File: config.mk
export PLATFORM = sky130hd
export DESIGN_NAME = lsu_top
export DESIGN_NICKNAME = d
export VERILOG_FILES = /design/src/lsu_pkg.sv /design/src/lsu_req_if.sv /design/src/lsu_issue.sv /design/src/lsu_queue.sv /design/src/lsu_bus_ctrl.sv /design/src/lsu_top.sv
export SDC_FILE = /design/constraint.sdc
export NUM_CORES = 2
export LEC_CHECK = 0
export ABC_AREA = 1
export ABC_CLOCK_PERIOD_IN_PS = 10800
export BUFFER_PORTS_ARGS = -buffer_cell sky130_fd_sc_hd__buf_2
export CAP_MARGIN = 25
export CELL_PAD_IN_SITES_DETAIL_PLACEMENT = 2
export CELL_PAD_IN_SITES_GLOBAL_PLACEMENT = 2
export CORE_MARGIN = 2
export CORE_UTILIZATION = 41
export CTS_CLUSTER_DIAMETER = 200
export DETAILED_ROUTE_END_ITERATION = 8
export HOLD_SLACK_MARGIN = 0.12
export PLACE_DENSITY_LB_ADDON = 0.1
export SLEW_MARGIN = 20
export SYNTH_ARGS = -nofsm -noshare
export SYNTH_HDL_FRONTEND = slang
export SYNTH_HIERARCHICAL = 1
export SYNTH_SLANG_ARGS = --single-unit
File: constraint.sdc
create_clock -name clk -period 10.8 [get_ports clk]
set_clock_uncertainty 0.2 [all_clocks]
set_input_delay 0.54 -clock clk [delete_from_list [all_inputs] [get_ports clk]]
set_output_delay 0.54 -clock clk [all_outputs]
set_load 0.01 [all_outputs]
File: src/lsu_pkg.sv
`default_nettype none

package lsu_pkg;

    // datapath and bus widths
    localparam int XLEN      = 64;
    localparam int PADDR_LEN = 32;

    localparam int ROB_IDX_W = 5;
    localparam int PREG_W    = 6;
    localparam int ECAUSE_W  = 4;

    // in-order request queue
    localparam int LSQ_DEPTH = 8;

    typedef logic [XLEN-1:0]              xlen_t;
    typedef logic [PADDR_LEN-1:0]         paddr_t;
    typedef logic [ROB_IDX_W-1:0]         rob_idx_t;
    typedef logic [PREG_W-1:0]            preg_t;
    typedef logic [ECAUSE_W-1:0]          ecause_t;
    typedef logic [XLEN/8-1:0]            byte_sel_t;
    typedef logic [$clog2(LSQ_DEPTH)-1:0] lsq_ptr_t;

    // privileged spec cause codes
    localparam ecause_t ECAUSE_LD_MISALIGN = 4'd4;
    localparam ecause_t ECAUSE_ST_MISALIGN = 4'd6;

    // bit 3 store, bit 2 unsigned load, bits 1:0 log2 of the size
    typedef enum logic [3:0] {
        LB  = 4'b0000,
        LH  = 4'b0001,
        LW  = 4'b0010,
        LD  = 4'b0011,
        LBU = 4'b0100,
        LHU = 4'b0101,
        LWU = 4'b0110,
        SB  = 4'b1000,
        SH  = 4'b1001,
        SW  = 4'b1010,
        SD  = 4'b1011
    } ls_op_e;

    typedef enum logic [1:0] {
        IDLE   = 2'd0,
        ACCESS = 2'd1,
        COMMIT = 2'd2
    } bus_state_e;

    function automatic logic [1:0] op_size_log2(ls_op_e op);
        logic [3:0] code;
        code = op;
        return code[1:0];
    endfunction

    function automatic logic op_is_store(ls_op_e op);
        logic [3:0] code;
        code = op;
        return code[3];
    endfunction

    function automatic logic op_is_unsigned(ls_op_e op);
        logic [3:0] code;
        code = op;
        return code[2];
    endfunction

endpackage

`default_nettype wire

File: src/lsu_req_if.sv
`default_nettype none

// one load/store request between internal stages
interface lsu_req_if;
    import lsu_pkg::*;

    logic     vld;
    logic     rdy;
    ls_op_e   op;
    paddr_t   addr;
    xlen_t    data;
    rob_idx_t rob_index;
    preg_t    rd_addr;
    logic     exc;
    ecause_t  ecause;

    modport src (
        output vld, op, addr, data, rob_index, rd_addr, exc, ecause,
        input  rdy
    );

    modport dst (
        input  vld, op, addr, data, rob_index, rd_addr, exc, ecause,
        output rdy
    );

endinterface

`default_nettype wire

File: src/lsu_issue.sv
`default_nettype none

module lsu_issue (
    input  logic              clk,
    input  logic              rst,
    input  logic              rcu_vld_i,
    input  lsu_pkg::ls_op_e   rcu_op_i,
    input  lsu_pkg::xlen_t    rcu_base_i,
    input  lsu_pkg::xlen_t    rcu_offset_i,
    input  lsu_pkg::rob_idx_t rcu_rob_index_i,
    input  lsu_pkg::preg_t    rcu_rd_addr_i,
    input  lsu_pkg::xlen_t    rcu_data_i,
    output logic              rcu_rdy_o,
    lsu_req_if.src            out
);
    import lsu_pkg::*;

    xlen_t    eff_addr;
    paddr_t   paddr;
    logic     misalign;
    ecause_t  cause;
    logic     accept;

    logic     full_q;
    ls_op_e   op_q;
    paddr_t   addr_q;
    xlen_t    data_q;
    rob_idx_t rob_index_q;
    preg_t    rd_addr_q;
    logic     exc_q;
    ecause_t  ecause_q;

    // no translation, physical address is the low bits of the sum
    assign eff_addr = rcu_base_i + rcu_offset_i;
    assign paddr    = eff_addr[PADDR_LEN-1:0];

    always_comb begin
        case (op_size_log2(rcu_op_i))
            2'd0:    misalign = 1'b0;
            2'd1:    misalign = paddr[0];
            2'd2:    misalign = |paddr[1:0];
            default: misalign = |paddr[2:0];
        endcase
    end

    assign cause = !misalign            ? '0 :
                   op_is_store(rcu_op_i) ? ECAUSE_ST_MISALIGN : ECAUSE_LD_MISALIGN;

    // free slot, or the held item leaves this cycle
    assign rcu_rdy_o = !full_q || out.rdy;
    assign accept    = rcu_vld_i && rcu_rdy_o;

    always_ff @(posedge clk) begin
        if (rst) begin
            full_q <= 1'b0;
        end else if (accept) begin
            full_q <= 1'b1;
        end else if (out.rdy) begin
            full_q <= 1'b0;
        end
    end

    always_ff @(posedge clk) begin
        if (accept) begin
            op_q        <= rcu_op_i;
            addr_q      <= paddr;
            data_q      <= rcu_data_i;
            rob_index_q <= rcu_rob_index_i;
            rd_addr_q   <= rcu_rd_addr_i;
            exc_q       <= misalign;
            ecause_q    <= cause;
        end
    end

    assign out.vld       = full_q;
    assign out.op        = op_q;
    assign out.addr      = addr_q;
    assign out.data      = data_q;
    assign out.rob_index = rob_index_q;
    assign out.rd_addr   = rd_addr_q;
    assign out.exc       = exc_q;
    assign out.ecause    = ecause_q;

endmodule

`default_nettype wire

File: src/lsu_queue.sv
`default_nettype none

module lsu_queue (
    input  logic   clk,
    input  logic   rst,
    lsu_req_if.dst in,
    lsu_req_if.src out
);
    import lsu_pkg::*;

    typedef logic [$clog2(LSQ_DEPTH+1)-1:0] cnt_t;

    // entry storage, one array per field
    ls_op_e   op_mem     [LSQ_DEPTH];
    paddr_t   addr_mem   [LSQ_DEPTH];
    xlen_t    data_mem   [LSQ_DEPTH];
    rob_idx_t rob_mem    [LSQ_DEPTH];
    preg_t    rd_mem     [LSQ_DEPTH];
    logic     exc_mem    [LSQ_DEPTH];
    ecause_t  ecause_mem [LSQ_DEPTH];

    lsq_ptr_t head_q;
    lsq_ptr_t tail_q;
    cnt_t     count_q;
    logic     push;
    logic     pop;

    function automatic lsq_ptr_t ptr_next(lsq_ptr_t ptr);
        return (ptr == lsq_ptr_t'(LSQ_DEPTH - 1)) ? '0 : ptr + 1'b1;
    endfunction

    // a full queue still takes an item while the head leaves
    assign in.rdy  = (count_q != cnt_t'(LSQ_DEPTH)) || out.rdy;
    assign out.vld = (count_q != '0);

    assign push = in.vld && in.rdy;
    assign pop  = out.vld && out.rdy;

    always_ff @(posedge clk) begin
        if (rst) begin
            head_q  <= '0;
            tail_q  <= '0;
            count_q <= '0;
        end else begin
            if (push) begin
                tail_q <= ptr_next(tail_q);
            end
            if (pop) begin
                head_q <= ptr_next(head_q);
            end
            case ({push, pop})
                2'b10:   count_q <= count_q + 1'b1;
                2'b01:   count_q <= count_q - 1'b1;
                default: count_q <= count_q;
            endcase
        end
    end

    always_ff @(posedge clk) begin
        if (push) begin
            op_mem[tail_q]     <= in.op;
            addr_mem[tail_q]   <= in.addr;
            data_mem[tail_q]   <= in.data;
            rob_mem[tail_q]    <= in.rob_index;
            rd_mem[tail_q]     <= in.rd_addr;
            exc_mem[tail_q]    <= in.exc;
            ecause_mem[tail_q] <= in.ecause;
        end
    end

    assign out.op        = op_mem[head_q];
    assign out.addr      = addr_mem[head_q];
    assign out.data      = data_mem[head_q];
    assign out.rob_index = rob_mem[head_q];
    assign out.rd_addr   = rd_mem[head_q];
    assign out.exc       = exc_mem[head_q];
    assign out.ecause    = ecause_mem[head_q];

endmodule

`default_nettype wire

File: src/lsu_bus_ctrl.sv
`default_nettype none

module lsu_bus_ctrl (
    input  logic               clk,
    input  logic               rst,
    lsu_req_if.dst             in,

    // wishbone classic master
    output logic               wb_cyc_o,
    output logic               wb_stb_o,
    output logic               wb_we_o,
    output lsu_pkg::paddr_t    wb_adr_o,
    output lsu_pkg::xlen_t     wb_dat_o,
    output lsu_pkg::byte_sel_t wb_sel_o,
    input  logic               wb_ack_i,
    input  lsu_pkg::xlen_t     wb_dat_i,

    // commit to ROB
    output logic               comm_vld_o,
    output logic               comm_exception_vld_o,
    output lsu_pkg::rob_idx_t  comm_rob_index_o,
    output lsu_pkg::preg_t     comm_rd_addr_o,
    output lsu_pkg::xlen_t     comm_data_o,
    output lsu_pkg::ecause_t   comm_ecause_o
);
    import lsu_pkg::*;

    bus_state_e state_q;
    bus_state_e state_d;
    logic       accept;

    // the item in service
    ls_op_e     op_q;
    paddr_t     addr_q;
    xlen_t      data_q;
    rob_idx_t   rob_index_q;
    preg_t      rd_addr_q;
    logic       exc_q;
    ecause_t    ecause_q;
    xlen_t      rdata_q;

    logic [5:0] lane_shift;
    byte_sel_t  size_sel;
    xlen_t      rd_aligned;
    xlen_t      load_data;

    assign in.rdy = (state_q == IDLE);
    assign accept = in.vld && in.rdy;

    always_comb begin
        state_d = state_q;
        case (state_q)
            IDLE: begin
                if (in.vld) begin
                    // misaligned items never touch the bus
                    state_d = in.exc ? COMMIT : ACCESS;
                end
            end
            ACCESS: begin
                if (wb_ack_i) begin
                    state_d = COMMIT;
                end
            end
            COMMIT:  state_d = IDLE;
            default: state_d = IDLE;
        endcase
    end

    always_ff @(posedge clk) begin
        if (rst) begin
            state_q <= IDLE;
        end else begin
            state_q <= state_d;
        end
    end

    always_ff @(posedge clk) begin
        if (accept) begin
            op_q        <= in.op;
            addr_q      <= in.addr;
            data_q      <= in.data;
            rob_index_q <= in.rob_index;
            rd_addr_q   <= in.rd_addr;
            exc_q       <= in.exc;
            ecause_q    <= in.ecause;
        end
        if (state_q == ACCESS && wb_ack_i) begin
            rdata_q <= wb_dat_i;
        end
    end

    // byte lane steering
    assign lane_shift = {addr_q[2:0], 3'b000};

    always_comb begin
        case (op_size_log2(op_q))
            2'd0:    size_sel = 8'h01;
            2'd1:    size_sel = 8'h03;
            2'd2:    size_sel = 8'h0f;
            default: size_sel = 8'hff;
        endcase
    end

    assign wb_cyc_o = (state_q == ACCESS);
    assign wb_stb_o = (state_q == ACCESS);
    assign wb_we_o  = (state_q == ACCESS) && op_is_store(op_q);
    assign wb_adr_o = {addr_q[PADDR_LEN-1:3], 3'b000};
    assign wb_sel_o = size_sel << addr_q[2:0];
    assign wb_dat_o = data_q << lane_shift;

    // load extraction and extension
    assign rd_aligned = rdata_q >> lane_shift;

    always_comb begin
        case (op_size_log2(op_q))
            2'd0: begin
                load_data = op_is_unsigned(op_q) ? xlen_t'(rd_aligned[7:0]) :
                            {{(XLEN-8){rd_aligned[7]}}, rd_aligned[7:0]};
            end
            2'd1: begin
                load_data = op_is_unsigned(op_q) ? xlen_t'(rd_aligned[15:0]) :
                            {{(XLEN-16){rd_aligned[15]}}, rd_aligned[15:0]};
            end
            2'd2: begin
                load_data = op_is_unsigned(op_q) ? xlen_t'(rd_aligned[31:0]) :
                            {{(XLEN-32){rd_aligned[31]}}, rd_aligned[31:0]};
            end
            default: load_data = rd_aligned;
        endcase
    end

    assign comm_vld_o           = (state_q == COMMIT);
    assign comm_exception_vld_o = (state_q == COMMIT) && exc_q;
    assign comm_rob_index_o     = rob_index_q;
    assign comm_rd_addr_o       = rd_addr_q;
    assign comm_ecause_o        = ecause_q;
    // stores and faulting items return zero
    assign comm_data_o          = (exc_q || op_is_store(op_q)) ? '0 : load_data;

endmodule

`default_nettype wire

File: src/lsu_top.sv
`default_nettype none

module lsu_top (
    input  logic               clk,
    input  logic               rst,

    // request from rename
    input  logic               rcu_vld_i,
    input  lsu_pkg::ls_op_e    rcu_op_i,
    input  lsu_pkg::xlen_t     rcu_base_i,
    input  lsu_pkg::xlen_t     rcu_offset_i,
    input  lsu_pkg::rob_idx_t  rcu_rob_index_i,
    input  lsu_pkg::preg_t     rcu_rd_addr_i,
    input  lsu_pkg::xlen_t     rcu_data_i,
    output logic               lsu_rdy_o,

    // commit to ROB
    output logic               comm_vld_o,
    output logic               comm_exception_vld_o,
    output lsu_pkg::rob_idx_t  comm_rob_index_o,
    output lsu_pkg::preg_t     comm_rd_addr_o,
    output lsu_pkg::xlen_t     comm_data_o,
    output lsu_pkg::ecause_t   comm_ecause_o,

    // wishbone classic
    output logic               wb_cyc_o,
    output logic               wb_stb_o,
    output logic               wb_we_o,
    output lsu_pkg::paddr_t    wb_adr_o,
    output lsu_pkg::xlen_t     wb_dat_o,
    output lsu_pkg::byte_sel_t wb_sel_o,
    input  logic               wb_ack_i,
    input  lsu_pkg::xlen_t     wb_dat_i
);

    lsu_req_if iss_q ();
    lsu_req_if q_bus ();

    // agu, misalign check, one-entry register
    lsu_issue issue (
        .clk             (clk),
        .rst             (rst),
        .rcu_vld_i       (rcu_vld_i),
        .rcu_op_i        (rcu_op_i),
        .rcu_base_i      (rcu_base_i),
        .rcu_offset_i    (rcu_offset_i),
        .rcu_rob_index_i (rcu_rob_index_i),
        .rcu_rd_addr_i   (rcu_rd_addr_i),
        .rcu_data_i      (rcu_data_i),
        .rcu_rdy_o       (lsu_rdy_o),
        .out             (iss_q.src)
    );

    lsu_queue queue (
        .clk (clk),
        .rst (rst),
        .in  (iss_q.dst),
        .out (q_bus.src)
    );

    lsu_bus_ctrl bus_ctrl (
        .clk                  (clk),
        .rst                  (rst),
        .in                   (q_bus.dst),
        .wb_cyc_o             (wb_cyc_o),
        .wb_stb_o             (wb_stb_o),
        .wb_we_o              (wb_we_o),
        .wb_adr_o             (wb_adr_o),
        .wb_dat_o             (wb_dat_o),
        .wb_sel_o             (wb_sel_o),
        .wb_ack_i             (wb_ack_i),
        .wb_dat_i             (wb_dat_i),
        .comm_vld_o           (comm_vld_o),
        .comm_exception_vld_o (comm_exception_vld_o),
        .comm_rob_index_o     (comm_rob_index_o),
        .comm_rd_addr_o       (comm_rd_addr_o),
        .comm_data_o          (comm_data_o),
        .comm_ecause_o        (comm_ecause_o)
    );

endmodule

`default_nettype wire

==> metrics.cfg <==
[sta]
layout_setup_ws_ps = 5669
hold-worst-slack_ps = 175.5
slew_headroom_pct = 24.02
tns_ps = 0
tightest_slew_ps = 1140
rsz0062_at_grt = no
maxSlewViolCount = 0
period_needed_ps = 5131
finalHoldViolations = 0
finalCritPeriodShare_pct = 47.51
max_freq_mhz = 194.9
setup_viol = 0

[flow_run]
cap_violations = 0

[detailed_routing]
viasPerCell = 5.520
drc = 0
routed_wire_length_per_instance_um = 27.49
detail_route.first_pass.iterations = 5
vias = 37100
drt_iter0_drc = 2637
antenna_left = 0
wl_um = 184800

[critical_path]
cp-start-kind = flop
crit_path_top_delay_cell = buf_4
reg2regPathDepth = 11
crit_arrival_ps = 4390
worstPathMaxFanout = 60
max_stage_delay_ps = 660
cp-end-kind = primary output
critical_path_class = reg2out
required_ps = 10060
path_cells = buf_4 -> inv_4 -> buf_4 -> nand3_1 -> nand3_2 -> nand2_2 -> nand2_4 -> nand2_4 -> nor2_8 -> nor3_2 -> buf_2

[pwr]
netSwitchingFraction_pct = 39.38
power.density_nw_per_um2 = 268.6
p_comb_share_pct = 33.9
power_mw = 16.63
total_leakage_power_nw = 23.49
seqPwrFrac_pct = 38.5
ir_drop_v = 0.0004206
p_int_mw = 10.08
switchingPower_mw = 6.549
clkPwrFrac_pct = 27.6

[grt]
overflow = 0
grt_pass1_vias = 41420
grt_start_max_net_pins = 155
grtUsageTotal_pct = 27.91
antenna_found_initial = 5
grt_first_pass_wirelength_um = 272300

[floorplan]
fp.dieH_um = 363.0
start_util_pct = 41.38
dieArea_um2 = 131800
fp.coreArea_um2 = 127700
rows = 131
io_pins = 464
die_w_um = 363.0

[yosys]
dominantRegCellSynth = edfxtp_1
syn_inst = 4469
syn_area_um2 = 52830
yosysTopAreaCell = edfxtp_1
ys_ff_latch = 1238
synth_top_area_share_pct = 69.45
syn_area_per_cell_um2 = 11.82
synth_most_common_cell = edfxtp_1
ys_warn_count = 6
synth_edf_count = 1222
synth_area_leaders = edfxtp_1, nand2_1, o21ai_0
synthDistinctLibCells = 45
synth.yosys.seq_area_share_pct = 70.06
ys_top_cells_by_count = edfxtp_1, nand2_1, nor2_1, o21ai_0, inv_1
async_flop_share_pct = 0

[clocking]
clkLatencyLatePin_ps = 780
postCtsSetupRepairBufs = 0
tritoncts = done
clock-sinks = 1238
cts.path.max_buffers = 3
h-tree-depth = 4
cts_buffers = 137
clkTransAtPathRegs_ps = 60
cts-root-buf = clkbuf_16

[cells_and_area]
multi_input_comb_area_um2 = 13360
seq_area_um2 = 37030
num-nets-final = 5262
area_growth_pct = 17.21
layout-drive-gt1-share_pct = 14.18
finish.utilization_pct = 48.50
fillers = 12780

[hold_path]
whs_path_depth = 3
hp-class = in2reg

[placed_design]
dp.final_hpwl_um = 107400
place_congestion = 0.8517
preCtsSetupSlack_ps = 6057
numPortBuffers = 396

[run_status]
status = finished, final reports clean

cell type report:
type / instances / share of cell area, %
sequential: 1238 / 59.79
antenna: 3 / 0.01212
multi-input combinational: 2723 / 21.58
inverter: 231 / 1.426
tap: 1662 / 3.358
timing repair buffer: 617 / 6.862
clock buffer: 166 / 5.847
clock inverter: 81 / 1.123
per-stage QoR:
stage / instance area (µm²) / instances
finish: 61930 / 6721
global route: 61920 / 6718
CTS: 61810 / 6714
detailed placement: 55770 / 6295
global placement: 55760 / 6294
floorplan: 52850 / 4472
timing repair:
action                                 CTS  global route
endpoints found under the hold margin  174             0
resized for setup                        0             0
hold buffers                           172             0
power groups by stage:
stage,clock (mW),combinational [mW],sequential [mW]
2_1_floorplan,0,3.52,6.31
3_3_place_gp,0,5.26,6.45
3_5_place_dp,0,5.47,6.49
4_1_cts,4.67,5.62,6.41
5_1_grt,4.84,6.13,6.44
6_report,4.59,5.64,6.40
critical path, delay by kind of cell, from the launching register on:
family | cells | cell delay (ps)
buffers and inverters | 4 | 1720
flip-flops | 1 | 410
AND/OR/NAND/NOR | 7 | 1370
routing by layer:
layer | share of wire (%) | wire length, µm | global-route usage [%]
met2 | 52 | 96390 | 50.54
met1 | 41 | 74870 | 33.99
met3 | 4.2 | 7739 | 3.878
met4 | 3.1 | 5761 | 9.649
met5 | 0.015 | 27 | 0
sequential cells by signal (all words and copies together) (netlist names), 40 cells and up, named ones only:
name	count
issue/out.data	64
queue/rob_mem	40
queue/rd_mem	48
bus_ctrl/rdata_q	64
queue/addr_mem	256
queue/data_mem	512
bus_ctrl/data_q	64
worst paths after layout:
check | start | end | slack (ps)
hold reg to reg | queue/head_q[2] | flop | 320
setup reg to reg | flop | bus_ctrl/state_q[0] | 6060
hold / removal | rcu_offset_i[9] | issue/out.addr[9] | 180
setup / recovery | bus_ctrl/addr_q[1] | comm_data_o[34] | 5670
cells in the final DEF (no fill, tap or decap), types with 16 or more instances in the layout:
cell type and instances:
o21ai_1 133, clkbuf_1 24, nand2_1 922, xor2_1 16
a21oi_1 63, nor2_1 584, clkinv_2 25, mux2i_1 141
ha_1 38, o21ai_0 475, dlygate4sd3_1 172, buf_2 397
edfxtp_1 1222, inv_1 223, nor3_2 31, clkinv_1 30
buf_4 36, clkbuf_16 140, o22ai_1 124, nand3_1 102
cells by family after synthesis:
group | after synthesis | share of synthesized area, %
adders and majority gates | 39 | 0.9378
buffers and inverters | 511 | 4.829
AOI/OAI and AO/OA | 827 | 8.279
other | 2 | 0.01421
and+or+nand+nor | 1692 | 12.89
muxes | 141 | 2.671
xor gates and xnor gates | 19 | 0.3150
DFF | 1238 | 70.06
(Power assumes the default switching activity.)
